$ cat config.mk
export PLATFORM = sky130hd
export DESIGN_NAME = digital_core
export DESIGN_NICKNAME = d
export VERILOG_FILES = /design/src/source/const_pack.sv /design/src/source/prbs_pack.sv /design/src/source/adc_retimer.sv /design/src/source/adc_unfolding.sv /design/src/source/prbs_checker.sv /design/src/source/digital_core.sv
export VERILOG_INCLUDE_DIRS = /design/src /design/src/include
export SDC_FILE = /design/constraint.sdc
export NUM_CORES = 1
export LEC_CHECK = 0
export BUFFER_PORTS_ARGS = -buffer_cell sky130_fd_sc_hd__buf_2
export CORE_MARGIN = 2
export CORE_UTILIZATION = 30
export CTS_CLUSTER_SIZE = 14
export DETAILED_ROUTE_END_ITERATION = 8
export SYNTH_ARGS = -nofsm -noshare
export SYNTH_HDL_FRONTEND = slang
export SYNTH_SLANG_ARGS = --single-unit
$ cat constraint.sdc
create_clock -name clk_adc -period 9.2 [get_ports clk_adc]
set_clock_uncertainty 0.05 [all_clocks]
set_input_delay 0.46 -clock clk_adc [delete_from_list [all_inputs] [get_ports clk_adc]]
set_output_delay 0.46 -clock clk_adc [all_outputs]
set_load 0.02 [all_outputs]
$ cat src/include/core_defines.svh
`ifndef CORE_DEFINES_SVH
`define CORE_DEFINES_SVH

// interleaved slices per ADC word
`define CORE_NTI 4

// sign-magnitude code width, sign bit included
`define CORE_NADC 8

// PRBS order, polynomial x^7+x^6+1
`define CORE_NPRBS 7

// width of the correct and total bit counters
`define CORE_CNT_W 32

`endif

$ cat src/source/const_pack.sv
`default_nettype none

`include "core_defines.svh"

package const_pack;

    // magnitude part of one ADC code
    typedef logic [`CORE_NADC-2:0] adc_code_t;

    // one raw code as delivered by a sub-ADC
    typedef struct packed {
        // set for a negative code
        logic      sign;
        adc_code_t mag;
    } adc_sample_t;

    // one word, slice 0 in the low bits
    typedef adc_sample_t [`CORE_NTI-1:0] adc_word_t;

    // two's complement value after unfolding
    typedef logic signed [`CORE_NADC-1:0] unfolded_t;

    // per-slice offsets, same ordering as adc_word_t
    typedef unfolded_t [`CORE_NTI-1:0] offset_word_t;

endpackage

`default_nettype wire

$ cat src/source/prbs_pack.sv
`default_nettype none

`include "core_defines.svh"

package prbs_pack;

    // lock seeds the state from the data and check compares against it
    typedef enum logic {
        MODE_LOCK  = 1'b0,
        MODE_CHECK = 1'b1
    } prbs_mode_e;

    typedef struct packed {
        prbs_mode_e           mode;
        // decision level, a bit is 1 above it
        const_pack::unfolded_t thresh;
    } prbs_cfg_t;

    typedef struct packed {
        logic [`CORE_CNT_W-1:0] correct;
        logic [`CORE_CNT_W-1:0] total;
    } prbs_stat_t;

endpackage

`default_nettype wire

$ cat src/source/adc_retimer.sv
`timescale 1ns/1ps
`default_nettype none

`include "core_defines.svh"

module adc_retimer (
    input  wire logic                  clk_adc,
    input  wire logic                  rst_i,

    // word from the ADC front end
    input  wire const_pack::adc_word_t in_word_i,
    input  wire logic                  in_valid_i,
    output wire logic                  in_ready_o,

    // fan-out towards the unfolding slices
    output wire const_pack::adc_word_t lane_sample_o,
    output wire logic                  lane_valid_o,
    input  wire logic [`CORE_NTI-1:0]  lane_ready_i
);

    const_pack::adc_word_t word_q;
    logic                  valid_q;
    logic                  lanes_take;
    logic                  load;

    // slices run in lockstep, so the word leaves only when all take it
    assign lanes_take = &lane_ready_i;

    // empty, or drained by the slices this cycle
    assign in_ready_o = !valid_q || lanes_take;
    assign load       = in_valid_i && in_ready_o;

    always_ff @(posedge clk_adc) begin
        if (rst_i) begin
            valid_q <= 1'b0;
        end else if (in_ready_o) begin
            valid_q <= in_valid_i;
        end
    end

    always_ff @(posedge clk_adc) begin
        if (load) begin
            word_q <= in_word_i;
        end
    end

    // every slice sees the same valid and picks its own sample
    assign lane_sample_o = word_q;
    assign lane_valid_o  = valid_q;

endmodule

`default_nettype wire

$ cat src/source/adc_unfolding.sv
`timescale 1ns/1ps
`default_nettype none

`include "core_defines.svh"

module adc_unfolding (
    input  wire logic                    clk_adc,
    input  wire logic                    rst_i,

    input  wire const_pack::adc_sample_t sample_i,
    input  wire logic                    valid_i,
    output wire logic                    ready_o,

    // static per-slice offset
    input  wire const_pack::unfolded_t   offset_i,

    output wire const_pack::unfolded_t   value_o,
    output wire logic                    valid_o,
    input  wire logic                    ready_i
);

    // two guard bits cover +-mag minus any offset
    localparam int WIDE_W = `CORE_NADC + 2;
    localparam logic signed [WIDE_W-1:0] SAT_MAX = (1 <<< (`CORE_NADC - 1)) - 1;
    localparam logic signed [WIDE_W-1:0] SAT_MIN = -(1 <<< (`CORE_NADC - 1));

    logic signed [WIDE_W-1:0] mag_ext;
    logic signed [WIDE_W-1:0] folded;
    logic signed [WIDE_W-1:0] diff;
    const_pack::unfolded_t    sat_value;
    const_pack::unfolded_t    value_q;
    logic                     valid_q;

    always_comb begin
        mag_ext = WIDE_W'(sample_i.mag);
        // negative zero folds onto zero
        folded  = sample_i.sign ? -mag_ext : mag_ext;
        diff    = folded - WIDE_W'(offset_i);
        if (diff > SAT_MAX) begin
            sat_value = SAT_MAX[`CORE_NADC-1:0];
        end else if (diff < SAT_MIN) begin
            sat_value = SAT_MIN[`CORE_NADC-1:0];
        end else begin
            sat_value = diff[`CORE_NADC-1:0];
        end
    end

    assign ready_o = !valid_q || ready_i;

    always_ff @(posedge clk_adc) begin
        if (rst_i) begin
            valid_q <= 1'b0;
        end else if (ready_o) begin
            valid_q <= valid_i;
        end
    end

    always_ff @(posedge clk_adc) begin
        if (valid_i && ready_o) begin
            value_q <= sat_value;
        end
    end

    assign value_o = value_q;
    assign valid_o = valid_q;

endmodule

`default_nettype wire

$ cat src/source/prbs_checker.sv
`timescale 1ns/1ps
`default_nettype none

`include "core_defines.svh"

module prbs_checker (
    input  wire logic                                   clk_adc,
    input  wire logic                                   rst_i,

    // one value per slice, all slices in lockstep
    input  wire const_pack::unfolded_t [`CORE_NTI-1:0]  value_i,
    input  wire logic [`CORE_NTI-1:0]                   valid_i,
    output wire logic                                   ready_o,

    input  wire prbs_pack::prbs_cfg_t                   cfg_i,

    // decided bits, bit 0 is earliest in time
    output wire logic [`CORE_NTI-1:0]                   bits_o,
    output wire logic                                   out_valid_o,
    input  wire logic                                   out_ready_i,

    output wire prbs_pack::prbs_stat_t                  stat_o
);

    localparam int NP      = `CORE_NPRBS;
    localparam int MATCH_W = $clog2(`CORE_NTI + 1);

    logic [`CORE_NTI-1:0]  dec_bits;
    logic [`CORE_NTI-1:0]  bits_q;
    logic                  out_valid_q;
    logic                  capture;
    logic [NP-1:0]         prbs_q;
    logic [NP-1:0]         prbs_nxt;
    logic                  pred;
    logic [MATCH_W-1:0]    match_cnt;
    prbs_pack::prbs_stat_t stat_q;

    // slicer against the programmable threshold
    always_comb begin
        for (int k = 0; k < `CORE_NTI; k++) begin
            dec_bits[k] = $signed(value_i[k]) > $signed(cfg_i.thresh);
        end
    end

    assign ready_o = !out_valid_q || out_ready_i;
    assign capture = (&valid_i) && ready_o;

    // walk the four bits in time order with x^7+x^6+1 taps on the two oldest bits
    always_comb begin
        prbs_nxt  = prbs_q;
        match_cnt = '0;
        pred      = 1'b0;
        for (int k = 0; k < `CORE_NTI; k++) begin
            pred = prbs_nxt[NP-1] ^ prbs_nxt[NP-2];
            if (cfg_i.mode == prbs_pack::MODE_CHECK) begin
                if (dec_bits[k] == pred) begin
                    match_cnt = match_cnt + 1'b1;
                end
                prbs_nxt = {prbs_nxt[NP-2:0], pred};
            end else begin
                // lock follows the received data
                prbs_nxt = {prbs_nxt[NP-2:0], dec_bits[k]};
            end
        end
    end

    always_ff @(posedge clk_adc) begin
        if (rst_i) begin
            out_valid_q <= 1'b0;
            prbs_q      <= '0;
            stat_q      <= '0;
        end else begin
            if (ready_o) begin
                out_valid_q <= &valid_i;
            end
            if (capture) begin
                prbs_q <= prbs_nxt;
                if (cfg_i.mode == prbs_pack::MODE_CHECK) begin
                    stat_q.correct <= stat_q.correct + `CORE_CNT_W'(match_cnt);
                    stat_q.total   <= stat_q.total + `CORE_CNT_W'(`CORE_NTI);
                end
            end
        end
    end

    always_ff @(posedge clk_adc) begin
        if (capture) begin
            bits_q <= dec_bits;
        end
    end

    assign bits_o      = bits_q;
    assign out_valid_o = out_valid_q;
    assign stat_o      = stat_q;

endmodule

`default_nettype wire

$ cat src/source/digital_core.sv
`timescale 1ns/1ps
`default_nettype none

`include "core_defines.svh"

module digital_core (
    input  wire logic                     clk_adc,
    input  wire logic                     rst_i,

    input  wire const_pack::adc_word_t    in_word_i,
    input  wire logic                     in_valid_i,
    output wire logic                     in_ready_o,

    // static configuration
    input  wire const_pack::offset_word_t offsets_i,
    input  wire prbs_pack::prbs_cfg_t     cfg_i,

    output wire logic [`CORE_NTI-1:0]     bits_o,
    output wire logic                     out_valid_o,
    input  wire logic                     out_ready_i,

    output wire prbs_pack::prbs_stat_t    stat_o
);

    const_pack::adc_word_t                 lane_sample;
    logic                                  lane_valid;
    logic [`CORE_NTI-1:0]                  lane_ready;
    const_pack::unfolded_t [`CORE_NTI-1:0] slice_value;
    logic [`CORE_NTI-1:0]                  slice_valid;
    logic                                  checker_ready;

    adc_retimer u_retimer (
        .clk_adc       (clk_adc),
        .rst_i         (rst_i),
        .in_word_i     (in_word_i),
        .in_valid_i    (in_valid_i),
        .in_ready_o    (in_ready_o),
        .lane_sample_o (lane_sample),
        .lane_valid_o  (lane_valid),
        .lane_ready_i  (lane_ready)
    );

    genvar k;
    generate
        for (k = 0; k < `CORE_NTI; k++) begin : g_slice
            adc_unfolding u_unfold (
                .clk_adc  (clk_adc),
                .rst_i    (rst_i),
                .sample_i (lane_sample[k]),
                .valid_i  (lane_valid),
                .ready_o  (lane_ready[k]),
                .offset_i (offsets_i[k]),
                .value_o  (slice_value[k]),
                .valid_o  (slice_valid[k]),
                // one ready from the checker keeps the slices aligned
                .ready_i  (checker_ready)
            );
        end
    endgenerate

    prbs_checker u_checker (
        .clk_adc     (clk_adc),
        .rst_i       (rst_i),
        .value_i     (slice_value),
        .valid_i     (slice_valid),
        .ready_o     (checker_ready),
        .cfg_i       (cfg_i),
        .bits_o      (bits_o),
        .out_valid_o (out_valid_o),
        .out_ready_i (out_ready_i),
        .stat_o      (stat_o)
    );

endmodule

`default_nettype wire

# Yosys cells after proc, flatten, opt, wreduce, memory -nomap -nowiden
# Index checks and enable logic that the tools add are counted.
[word_totals]
mem_count = 0
romBits = 0
output_inout_bits = 70
latch_bits = 0
elab_cells = 96
reg_bits = 145
input_bits = 77
ramBits = 0
[classes]
div = 0
n_lt_le_gt_ge = 12
n_addsub = 13
n_mul = 0
reduce_logical = 21
shift = 0
n_eq_ne = 4
bitwise = 4
muxes = 20
[op_table]
columns = ["op", "count"]
rows = [
  ["$gt A10 B8 Y1 const B", 4],
  ["$lt A10 B8 Y1 const B", 4],
  ["$mux W10", 4],
  ["$neg A7 Y10", 4],
  ["$sub A10 B8 Y10", 4],
  ["$add A32 B3 Y32", 1],
  ["$add A32 B3 Y32 const B", 1],
  ["$gt A8 B8 Y1", 4],
  ["$mux W8", 4],
  ["$mux W3", 6],
  ["$add A3 B1 Y3 const B", 3],
  ["$reduce_and A4 Y1", 2],
  ["$logic_and A1 B1 Y1", 6],
  ["$logic_not A1 Y1", 6],
  ["$logic_or A1 B1 Y1", 6],
  ["$mux W1", 6],
  ["$eq A1 B1 Y1", 4],
  ["$xor A1 B1 Y1", 4],
  ["$reduce_and A2 Y1", 1],
]

# Depth between registers and ports, before layout
# Gate-level depths: netlist (run 1).
[logic_depth]
word_depth = 14
depth_mapped = 26
mapped_depth_nobuf = 26

# Cells and area by module
# From an unflattened synthesis (run 1), not the netlist that was laid out.
[unflattened]
cells_unflattened = 981
hier_area_um2 = 9287.7
[by_module_without_submodules]
columns = ["module", "n_inst", "cells_each", "area_each_um2", "seq_area_each_um2"]
rows = [
  ["prbs_checker", 1, 498, 4231.6, 1521.5],
  ["adc_unfolding", 4, 111, 1009.7, 260.2],
  ["adc_retimer", 1, 39, 1017.2, 980.9],
]

# Worst setup path before layout (run 1)
# No wires, ideal clock.
[synth_path]
kind = "in2reg"
start = "in cfg_i[5] (netlist bit)"
end = "reg u_checker.stat_q (netlist bit u_checker.stat_o[58])"
path_slack_ns = 4.451
arrival_time_ns = 4.571
setup_time_ns = 0.128
cell_stages = 22
path_buffers = 0
path_cell_list = "inv_1 > ha_1 > a21o_1 > a2111o_1 > o21a_1 > xnor2_1 > nor2_1 > ha_1 > and2_1 > ha_1 > mux2i_1 > nor2_1 > ha_1 > o211ai_1 > fa_1 > nor2b_1 > o21ai_0 > nor4_4 > and3_1 > nand2_1 > xor2_1 > nor2_1"
[synth_via]
elab_chain_len = 14
elab_cells_between_ends = 20
[synth_rtl]
columns = ["element", "line", "text"]
rows = [
  ["start, declared", "digital_core.sv:16", "input wire prbs_pack::prbs_cfg_t cfg_i,"],
  ["$gt A8 B8 Y1 (*)", "prbs_checker.sv:41", "dec_bits[k] = $signed(value_i[k]) > $signed(cfg_i.thresh);"],
  ["via u_checker.dec_bits[0]", "prbs_checker.sv:28", "logic [`CORE_NTI-1:0] dec_bits;"],
  ["$eq A1 B1 Y1 (*)", "prbs_checker.sv:56", "if (dec_bits[k] == pred) begin"],
  ["$mux W1 (*)", "prbs_checker.sv:56", ""],
  ["$mux W1 (*)", "prbs_checker.sv:55", "if (cfg_i.mode == prbs_pack::MODE_CHECK) begin"],
  ["$add A3 B1 Y3", "prbs_checker.sv:57", "match_cnt = match_cnt + 1'b1;"],
  ["$mux W3", "prbs_checker.sv:56", ""],
  ["$mux W3 (*)", "prbs_checker.sv:55", ""],
  ["$add A3 B1 Y3", "prbs_checker.sv:57", ""],
  ["$mux W3", "prbs_checker.sv:56", ""],
  ["$mux W3 (*)", "prbs_checker.sv:55", ""],
  ["$add A3 B1 Y3", "prbs_checker.sv:57", ""],
  ["$mux W3", "prbs_checker.sv:56", ""],
  ["$mux W3 (*)", "prbs_checker.sv:55", ""],
  ["$add A32 B3 Y32 (*)", "prbs_checker.sv:79", "stat_q.correct <= stat_q.correct + `CORE_CNT_W'(match_cnt);"],
  ["end, declared", "prbs_checker.sv:36", "prbs_pack::prbs_stat_t stat_q;"],
]
# The timed path passes the listed nets; every way through them passes the cells marked *.
# A chain may end at the register's enable or synchronous reset.

# Worst setup path after layout (run 1)
[layout_path]
start = "reg g_slice[0].u_unfold.value_q[5]"
end = "reg u_checker.stat_q (netlist bit u_checker.stat_o[62])"
[layout_via]
elab_chain_len = 14
[layout_rtl]
columns = ["element", "line", "text"]
rows = [
  ["start, declared", "adc_unfolding.sv:31", "const_pack::unfolded_t value_q;"],
  ["start signal, assigned", "adc_unfolding.sv:60", "value_q <= sat_value;"],
  ["$gt A8 B8 Y1 (*)", "prbs_checker.sv:41", ""],
  ["via u_checker.dec_bits[0]", "prbs_checker.sv:28", ""],
  ["$eq A1 B1 Y1 (*)", "prbs_checker.sv:56", ""],
  ["$mux W1 (*)", "prbs_checker.sv:56", ""],
  ["$mux W1 (*)", "prbs_checker.sv:55", ""],
  ["$add A3 B1 Y3", "prbs_checker.sv:57", ""],
  ["$mux W3", "prbs_checker.sv:56", ""],
  ["$mux W3 (*)", "prbs_checker.sv:55", ""],
  ["$add A3 B1 Y3", "prbs_checker.sv:57", ""],
  ["$mux W3", "prbs_checker.sv:56", ""],
  ["$mux W3 (*)", "prbs_checker.sv:55", ""],
  ["$add A3 B1 Y3", "prbs_checker.sv:57", ""],
  ["$mux W3", "prbs_checker.sv:56", ""],
  ["$mux W3 (*)", "prbs_checker.sv:55", ""],
  ["$add A32 B3 Y32 (*)", "prbs_checker.sv:79", ""],
]
# Marked as above.

==> results of run 1 <==
layout make-up:
type / count / area (um2)
tap: 390 / 488
inverter: 81 / 304
clock buffer: 17 / 425
clock inverter: 15 / 183
fill: 3075 / 18800
multi-input combinational: 723 / 5100
timing repair buffer: 150 / 766
sequential: 143 / 3540
cells by family after synthesis:
group                    after synthesis  synth area share [%]
AO/OA/AOI/OAI                        212                  15.2
XOR/XNOR                             102                  10.1
adder cells (fa/ha/maj)               84                  12.1
buffers and inverters                100                  4.40
flip-flops                           143                  39.3
multiplexers                           2                 0.222
other                                  1                0.0416
AND/OR/NAND/NOR                      321                  18.6
layer usage:
metal  track usage, %  vias to the layer above  part of all wire, %
li1                 -                     3712                    -
met1             16.0                     3333                   47
met2             21.5                      148                   47
met3             3.30                       16                  4.6
met4             3.28                        0                 0.80
met5                0                        -                    0
worst max path at each step:
| stage | from | endpoint | slack (ns) | depth (start not counted) |
|---|---|---|---|---|
| 2_1_floorplan | cfg_i[5] | u_checker.stat_o[58]$_SDFFE_PP0P_ | 4.45 | 22 |
| 3_3_place_gp | cfg_i[5] | u_checker.stat_o[58]$_SDFFE_PP0P_ | 4.00 | 23 |
| 4_1_cts | g_slice[0].u_unfold.value_o[5]$_SDFFCE_PN1P_ | u_checker.stat_o[62]$_SDFFE_PP0P_ | 4.18 | 21 |
| 5_1_grt | g_slice[0].u_unfold.value_o[5]$_SDFFCE_PN1P_ | u_checker.stat_o[60]$_SDFFE_PP0P_ | 3.86 | 21 |
| 3_5_place_dp | cfg_i[1] | u_checker.stat_o[62]$_SDFFE_PP0P_ | 3.91 | 25 |
| 6_report | g_slice[0].u_unfold.value_o[5]$_SDFFCE_PN1P_ | u_checker.stat_o[62]$_SDFFE_PP0P_ | 4.24 | 21 |
sequential cells by signal, indices dropped and copies added (netlist names):
name and cells:
g_slice.u_unfold.valid_o 4, g_slice.u_unfold.value_o 32, u_checker.bits_o 4, u_checker.out_valid_o 1
u_checker.prbs_q 7, u_checker.stat_o 62, u_retimer.lane_sample_o 32, u_retimer.lane_valid_o 1
layout by cell type (no fill, tap or decap), types with 5 or more instances in the layout:
cell type / instances
xnor2_1: 58
xor2_1: 41
a21o_1: 6
o21ai_0: 55
nor2_1: 91
nor3b_1: 5
nand2_1: 76
and4_1: 9
dfxtp_1: 75
clkbuf_16: 17
nor3_1: 11
nand2b_1: 18
nand3_1: 24
nor2b_1: 14
and3_1: 7
o31ai_1: 6
a21boi_0: 6
ha_1: 79
fa_1: 5
o22ai_1: 7
buf_2: 144
buf_4: 6
or3_1: 14
inv_1: 79
o21a_1: 22
edfxtp_1: 68
nand4_1: 16
a21oi_1: 61
o31a_1: 7
through the flow:
stage,hold WS (ns),cells
floorplan,0.382,966
global placement,0.393,1487
detailed placement,0.398,1487
CTS,0.129,1519
global route,0.125,1519
finish,0.150,1519
worst max-delay path: cells and delay by family, from the launching register on:
family / cells / cell delay (ns)
DFF: 1 / 0.40
AOI/OAI and AO/OA: 5 / 1.12
and+or+nand+nor: 8 / 1.12
adders and majority gates: 5 / 1.64
xor gates and xnor gates: 2 / 0.30
muxes: 1 / 0.17
power breakdown:
| group | total [mW] | switching [mW] | internal [mW] |
|---|---|---|---|
| Sequential | 0.732 | 0.0164 | 0.715 |
| Combinational | 0.397 | 0.221 | 0.176 |
| Clock | 0.721 | 0.291 | 0.431 |
==> results.sh, run 1 <==
export IMPL_vias_per_cell=4.75
export IMPL_ant_nets=0
export IMPL_fin_area_um2=10800
export IMPL_hold_buffers=0
export IMPL_core_area_um2=29600
export IMPL_drt_initial_drc_count=316
export IMPL_cts_setup_buffers=0
export IMPL_cts_sink_count=143
export IMPL_grt_pass1_vias=6916
export IMPL_cts_root_buf="clkbuf_16"
export IMPL_avgSynthCellArea_um2=9.35
export IMPL_r2r_end="u_checker.stat_o[62]$_SDFFE_PP0P_"
export IMPL_r2r_cells=21
export IMPL_ioPinCount=147
export IMPL_grt_pass1_wl_um=32200
export IMPL_cts_resized=0
export IMPL_numCtsBuffers=17
export IMPL_hp_start="in_word_i[20]"
export IMPL_htreeDepth=4
export IMPL_cap_violations=0
export IMPL_rsz0062_at_grt="false"
export IMPL_hold_depth=1
export IMPL_grt_overflow=0
export IMPL_path_clk_slew_ns=0.06
export IMPL_die_w_um=177
export IMPL_async_flop_share_pct=0
export IMPL_dpl_hpwl_um=15000
export IMPL_globalplace_congestion=0.833
export IMPL_port_buffers=144
export IMPL_clockBufferDepth=2
export IMPL_worst_slack_ns=4.24
export IMPL_power_leakage_nw=4.56
export IMPL_slew_headroom_pct=21.5
export IMPL_synth_top_cell_by_area="edfxtp_1"
export IMPL_cp_start_kind="register"
export IMPL_n_antenna_cell=0
export IMPL_synth_most_common_cell="nor2_1"
export IMPL_grt_max_degree=78
export IMPL_synth_area_leaders="edfxtp_1 (23%), dfxtp_1 (17%), ha_1 (11%)"
export IMPL_fin_util_pct=36.5
export IMPL_whs_endpoint="u_retimer.lane_sample_o[20]$_DFFE_PP_"
export IMPL_rows=63
export IMPL_tritoncts="done"
export IMPL_yosysWarningCount=0
export IMPL_synth_top_area_share_pct=22.6
export IMPL_worstPathCellList="ha_1 > a21o_1 > a2111o_1 > o21a_1 > xnor2_1 > nor2_1 > ha_1 > and2_1 > ha_1 > mux2i_1 > nor2_1 > ha_1 > o211ai_1 > fa_1 > nor2b_1 > o21ai_0 > nor4_4 > and3_1 > nand2_1 > xor2_1 > nor2_1"
export IMPL_drt_total_wl_um=19700
export IMPL_initial_core_util_pct=30.4
export IMPL_fmax_mhz=201
export IMPL_synth_cells=965
export IMPL_ys_seq_elements=143
export IMPL_tns_ns=0
export IMPL_final_hold_violation_count=0
export IMPL_worstPathMaxFanout=6
export IMPL_die_area_um2=31500
export IMPL_drv_slew=0
export IMPL_hold_path_class="primary input to register"
export IMPL_drive_gt1_share_pct=19.3
export IMPL_synthesis_area_um2=9020
export IMPL_r2r_slack_ns=4.24
export IMPL_synthTopCellsByCount="nor2_1 (91), ha_1 (79), inv_1 (79), nand2_1 (76), dfxtp_1 (75)"
export IMPL_yosysUniqueCellTypes=79
export IMPL_synth_seq_area_share_pct=39.3
export IMPL_p_per_area_nw_per_um2=171
export IMPL_dpl_instance_area_um2=10200
export IMPL_place_ws_ns=3.91
export IMPL_fin_crit_ns=4.96
export IMPL_crit_required_ns=9.44
export IMPL_drcViolationCount=0
export IMPL_power_mw=1.85
export IMPL_ys_flop_type="dfxtp_1"
export IMPL_tightest_slew_ns=1.17
export IMPL_r2r_start="g_slice[0].u_unfold.value_o[5]$_SDFFCE_PN1P_"
export IMPL_cp_arrival_ns=5.20
export IMPL_irDropWorstVdd_uv=121
export IMPL_setup_viol=0
export IMPL_slowest_stage="fa_1"
export IMPL_via_count=7209
export IMPL_nets=1277
export IMPL_path_common_cell="ha_1"
export IMPL_worst_setup_path_type="register to register"
export IMPL_die_h_um=177
export IMPL_syn2layout_area_growth_pct=19.8
export IMPL_clock_latency_ns=0.43
export IMPL_min_period_over_period_pct=54.0
export IMPL_firstDrtPassIters=6
export IMPL_antenna_found_initial=0
export IMPL_wl_per_cell_um=13.0
export IMPL_outcome="completed"
export IMPL_synth_edf_count=68
export IMPL_track_usage_pct=12.7
export IMPL_cpPeakStageDelay_ns=0.44
export IMPL_crit_path_end_kind="register"
Power figures use the tool's default switching activity.
==> run 2, diff against run 1 <==
--- a/config.mk
+++ b/config.mk
@@ -6,6 +6,7 @@
 export SDC_FILE = /design/constraint.sdc
 export NUM_CORES = 1
 export LEC_CHECK = 0
+export ABC_AREA = 1
 export BUFFER_PORTS_ARGS = -buffer_cell sky130_fd_sc_hd__buf_2
 export CORE_MARGIN = 2
 export CORE_UTILIZATION = 30
==> constraint.sdc (replaced) <==
create_clock -name clk_adc -period 4.9 [get_ports clk_adc]
set_clock_uncertainty 0.05 [all_clocks]
set_input_delay 0.245 -clock clk_adc [delete_from_list [all_inputs] [get_ports clk_adc]]
set_output_delay 0.245 -clock clk_adc [all_outputs]
set_load 0.02 [all_outputs]
==> run 2 against run 1 <==
  * Count of clock-buffer cells in the layout up 5
  * Final area increased by 14%
  * Worst hold slack got worse by 0.067 ns
  * First-iteration DRC count increased by 62%
  * Critical path depth rose by 7
  * Synthesized area grew 12%
  * Die area grew 12%
  * Clock power grew 100%
  * Critical endpoint is now u_checker.stat_o[44]$_SDFFE_PP0P_
  * Highest routed layer is now met5
==> results.sh, run 2 <==
export IMPL_r2r_slack_ns=0.40
export IMPL_track_usage_pct=14.6
export IMPL_path_buf_inv=3
export IMPL_synth_most_common_cell="nand2_1"
export IMPL_worst_slack_ns=0.400
export IMPL_fmax_mhz=222
export IMPL_ant_nets=0
export IMPL_r2r_cells=28
export IMPL_initial_core_util_pct=30.3
export IMPL_synth_seq_area_share_pct=35.0
export IMPL_cts_setup_buffers=0
export IMPL_grt_overflow=0
export IMPL_final_hold_violation_count=0
export IMPL_rows=67
export IMPL_tritoncts="done"
export IMPL_drt_initial_drc_count=513
export IMPL_drv_slew=0
export IMPL_syn2layout_area_growth_pct=21.3
export IMPL_tns_ns=0
export IMPL_grt_pass1_wl_um=42000
export IMPL_grt_max_degree=56
export IMPL_avgSynthCellArea_um2=7.67
export IMPL_largest_reg_flops=62
export IMPL_cts_root_buf="clkbuf_16"
export IMPL_r2r_start="g_slice[0].u_unfold.value_o[3]$_SDFFCE_PN1P_"
export IMPL_setup_worst_path_end="u_checker.stat_o[44]$_SDFFE_PP0P_"
export IMPL_path_clk_slew_ns=0.06
export IMPL_synth_top_area_share_pct=20.2
export IMPL_setup_viol=0
export IMPL_outcome="completed"
export IMPL_ys_flop_type="dfxtp_1"
export IMPL_yosysUniqueCellTypes=56
export IMPL_fin_crit_ns=4.50
export IMPL_port_buffers=144
export IMPL_grt_pass1_vias=8853
export IMPL_wl_per_cell_um=12.9
export IMPL_drcViolationCount=0
export IMPL_r2r_end="u_checker.stat_o[44]$_SDFFE_PP0P_"
export IMPL_cp_start_kind="register"
export IMPL_die_h_um=188
export IMPL_ys_seq_elements=143
export IMPL_rsz0062_at_grt="false"
export IMPL_async_flop_share_pct=0
export IMPL_ioPinCount=147
export IMPL_firstDrtPassIters=6
export IMPL_min_period_over_period_pct=91.8
export IMPL_clockBufferDepth=2
export IMPL_cp_arrival_ns=4.78
export IMPL_cts_sink_count=143
export IMPL_place_ws_ns=0.331
export IMPL_slowest_stage="fa_1"
export IMPL_final_cell_mix="nand2_1 (319), inv_1 (187), buf_2 (144)"
export IMPL_path_common_cell="nand2_1"
export IMPL_vias_per_cell=4.64
export IMPL_crit_required_ns=5.18
export IMPL_synth_area_leaders="edfxtp_1 (20%), dfxtp_1 (15%), nand2_1 (12%)"
export IMPL_globalplace_congestion=0.913
export IMPL_yosysWarningCount=0
export IMPL_fillers=3523
export IMPL_synthTopCellsByCount="nand2_1 (319), inv_1 (187), a21oi_1 (109), nor2_1 (106), ha_1 (79)"
export IMPL_synth_edf_count=68
export IMPL_slew_headroom_pct=37.3
export IMPL_via_count=9059
export IMPL_cpPeakStageDelay_ns=0.44
export IMPL_nets=1654
export IMPL_synth_top_cell_by_area="edfxtp_1"
export IMPL_numCtsBuffers=17
export IMPL_worstPathMaxFanout=6
export IMPL_htreeDepth=4
export IMPL_worst_setup_path_type="register to register"
export IMPL_synth_cells=1320
export IMPL_startpoint="g_slice[0].u_unfold.value_o[3]$_SDFFCE_PN1P_"
export IMPL_irDropWorstVdd_uv=235
export IMPL_dpl_hpwl_um=19500
export IMPL_n_antenna_cell=0
export IMPL_synthesis_area_um2=10100
export IMPL_power_leakage_nw=5.59
export IMPL_p_per_area_nw_per_um2=291
export IMPL_clock_latency_ns=0.44
export IMPL_drt_total_wl_um=25200
export IMPL_antenna_found_initial=1
export IMPL_core_area_um2=33400
export IMPL_tightest_slew_ns=0.938
export IMPL_drive_gt1_share_pct=16.4
export IMPL_final_common_cell="nand2_1"
export IMPL_die_w_um=188
export IMPL_crit_path_end_kind="register"
export IMPL_cp_top_family="adder cells"
export IMPL_cap_violations=0
export IMPL_die_area_um2=35200
export IMPL_hold_path_class="primary input to register"
export IMPL_cp_depth=28
[run 2: changes by cell type after synthesis, moves of 15 or more]
| cell | change |
|---|---|
| o21ai_0 | -18 |
| nor3_1 | +28 |
| nor2_1 | +15 |
| inv_1 | +108 |
| o21a_1 | -18 |
| a21oi_1 | +48 |
| nand3_1 | +26 |
| nand2_1 | +243 |
| nand2b_1 | -18 |
| xnor2_1 | -33 |
[run 2: stage by stage]
step	power [mW]	instances	utilization (%)	hold WS (ns)	area, um2
5_1_grt	3.79	1954	36.8	0.0898	12300
4_1_cts	3.63	1954	36.8	0.0760	12300
3_3_place_gp	2.13	1890	33.9	0.371	11300
3_5_place_dp	2.15	1890	33.9	0.373	11300
2_1_floorplan	1.97	1321	-	0.294	10100
6_report	3.57	1954	36.8	0.0838	12300
[run 2: worst min path at each step]
stage / startpoint / to / slack [ns] / cells past startpoint
CTS: out_ready_i / u_checker.out_valid_o$_SDFFE_PP0P_ / 0.08 / 4
detailed placement: in_word_i[8] / u_retimer.lane_sample_o[8]$_DFFE_PP_ / 0.37 / 1
floorplan: in_word_i[0] / u_retimer.lane_sample_o[0]$_DFFE_PP_ / 0.29 / 0
finish: out_ready_i / u_checker.out_valid_o$_SDFFE_PP0P_ / 0.08 / 4
global route: out_ready_i / u_checker.out_valid_o$_SDFFE_PP0P_ / 0.09 / 4
global placement: in_word_i[8] / u_retimer.lane_sample_o[8]$_DFFE_PP_ / 0.37 / 1
[run 2: cell families (layout without fill, tap and decap cells)]
group | after synthesis | in the layout | synth area share (%)
compound gates | 191 | 191 | 11.1
other cells | 1 | 2 | 0.0370
simple gates | 595 | 595 | 26.4
fa+ha+maj | 84 | 84 | 10.8
buf+inv | 217 | 402 | 8.31
flops | 143 | 143 | 35.0
xor+xnor | 89 | 89 | 8.37
[run 2: report_power, final]
| group | switching (mW) | leakage (nW) | internal [mW] | total [mW] |
|---|---|---|---|---|
| logic | 0.453 | 4.01 | 0.312 | 0.765 |
| registers | 0.0279 | 1.25 | 1.34 | 1.37 |
| clock network | 0.520 | 0.325 | 0.920 | 1.44 |
| total | 1.00 | 5.59 | 2.57 | 3.57 |
[run 2: final cells by class]
type,count,area (um2),share of cell area [%]
Timing Repair Buffer,178,1060,8.60
Clock buffer,22,495,4.03
Multi-Input combinational cell,961,5750,46.8
Inverter,192,721,5.87
Sequential cell,143,3540,28.9
Clock inverter,10,155,1.26
Tap cell,448,561,4.56
[run 2: per-layer routing]
| metal | GRT usage, % | share of wire [%] | up-vias | routed length [um] |
|---|---|---|---|---|
| met4 | 3.94 | 1.4 | 2 | 358 |
| li1 | - | - | 4678 | - |
| met1 | 17.8 | 45 | 4117 | 11200 |
| met3 | 3.76 | 6.1 | 29 | 1530 |
| met5 | 0 | 0.044 | - | 11 |
| met2 | 25.5 | 48 | 233 | 12100 |
[run 2: timing repair]
item,CTS,global route
gates resized for setup,0,0
endpoints found under the hold margin,32,0
hold buffers,32,0
[run 2: tightest hold or removal path: stages]
cell,delay (ns)
buf_2,0.10
nor2_2,0.07
inv_2,0.06
a21oi_1,0.06
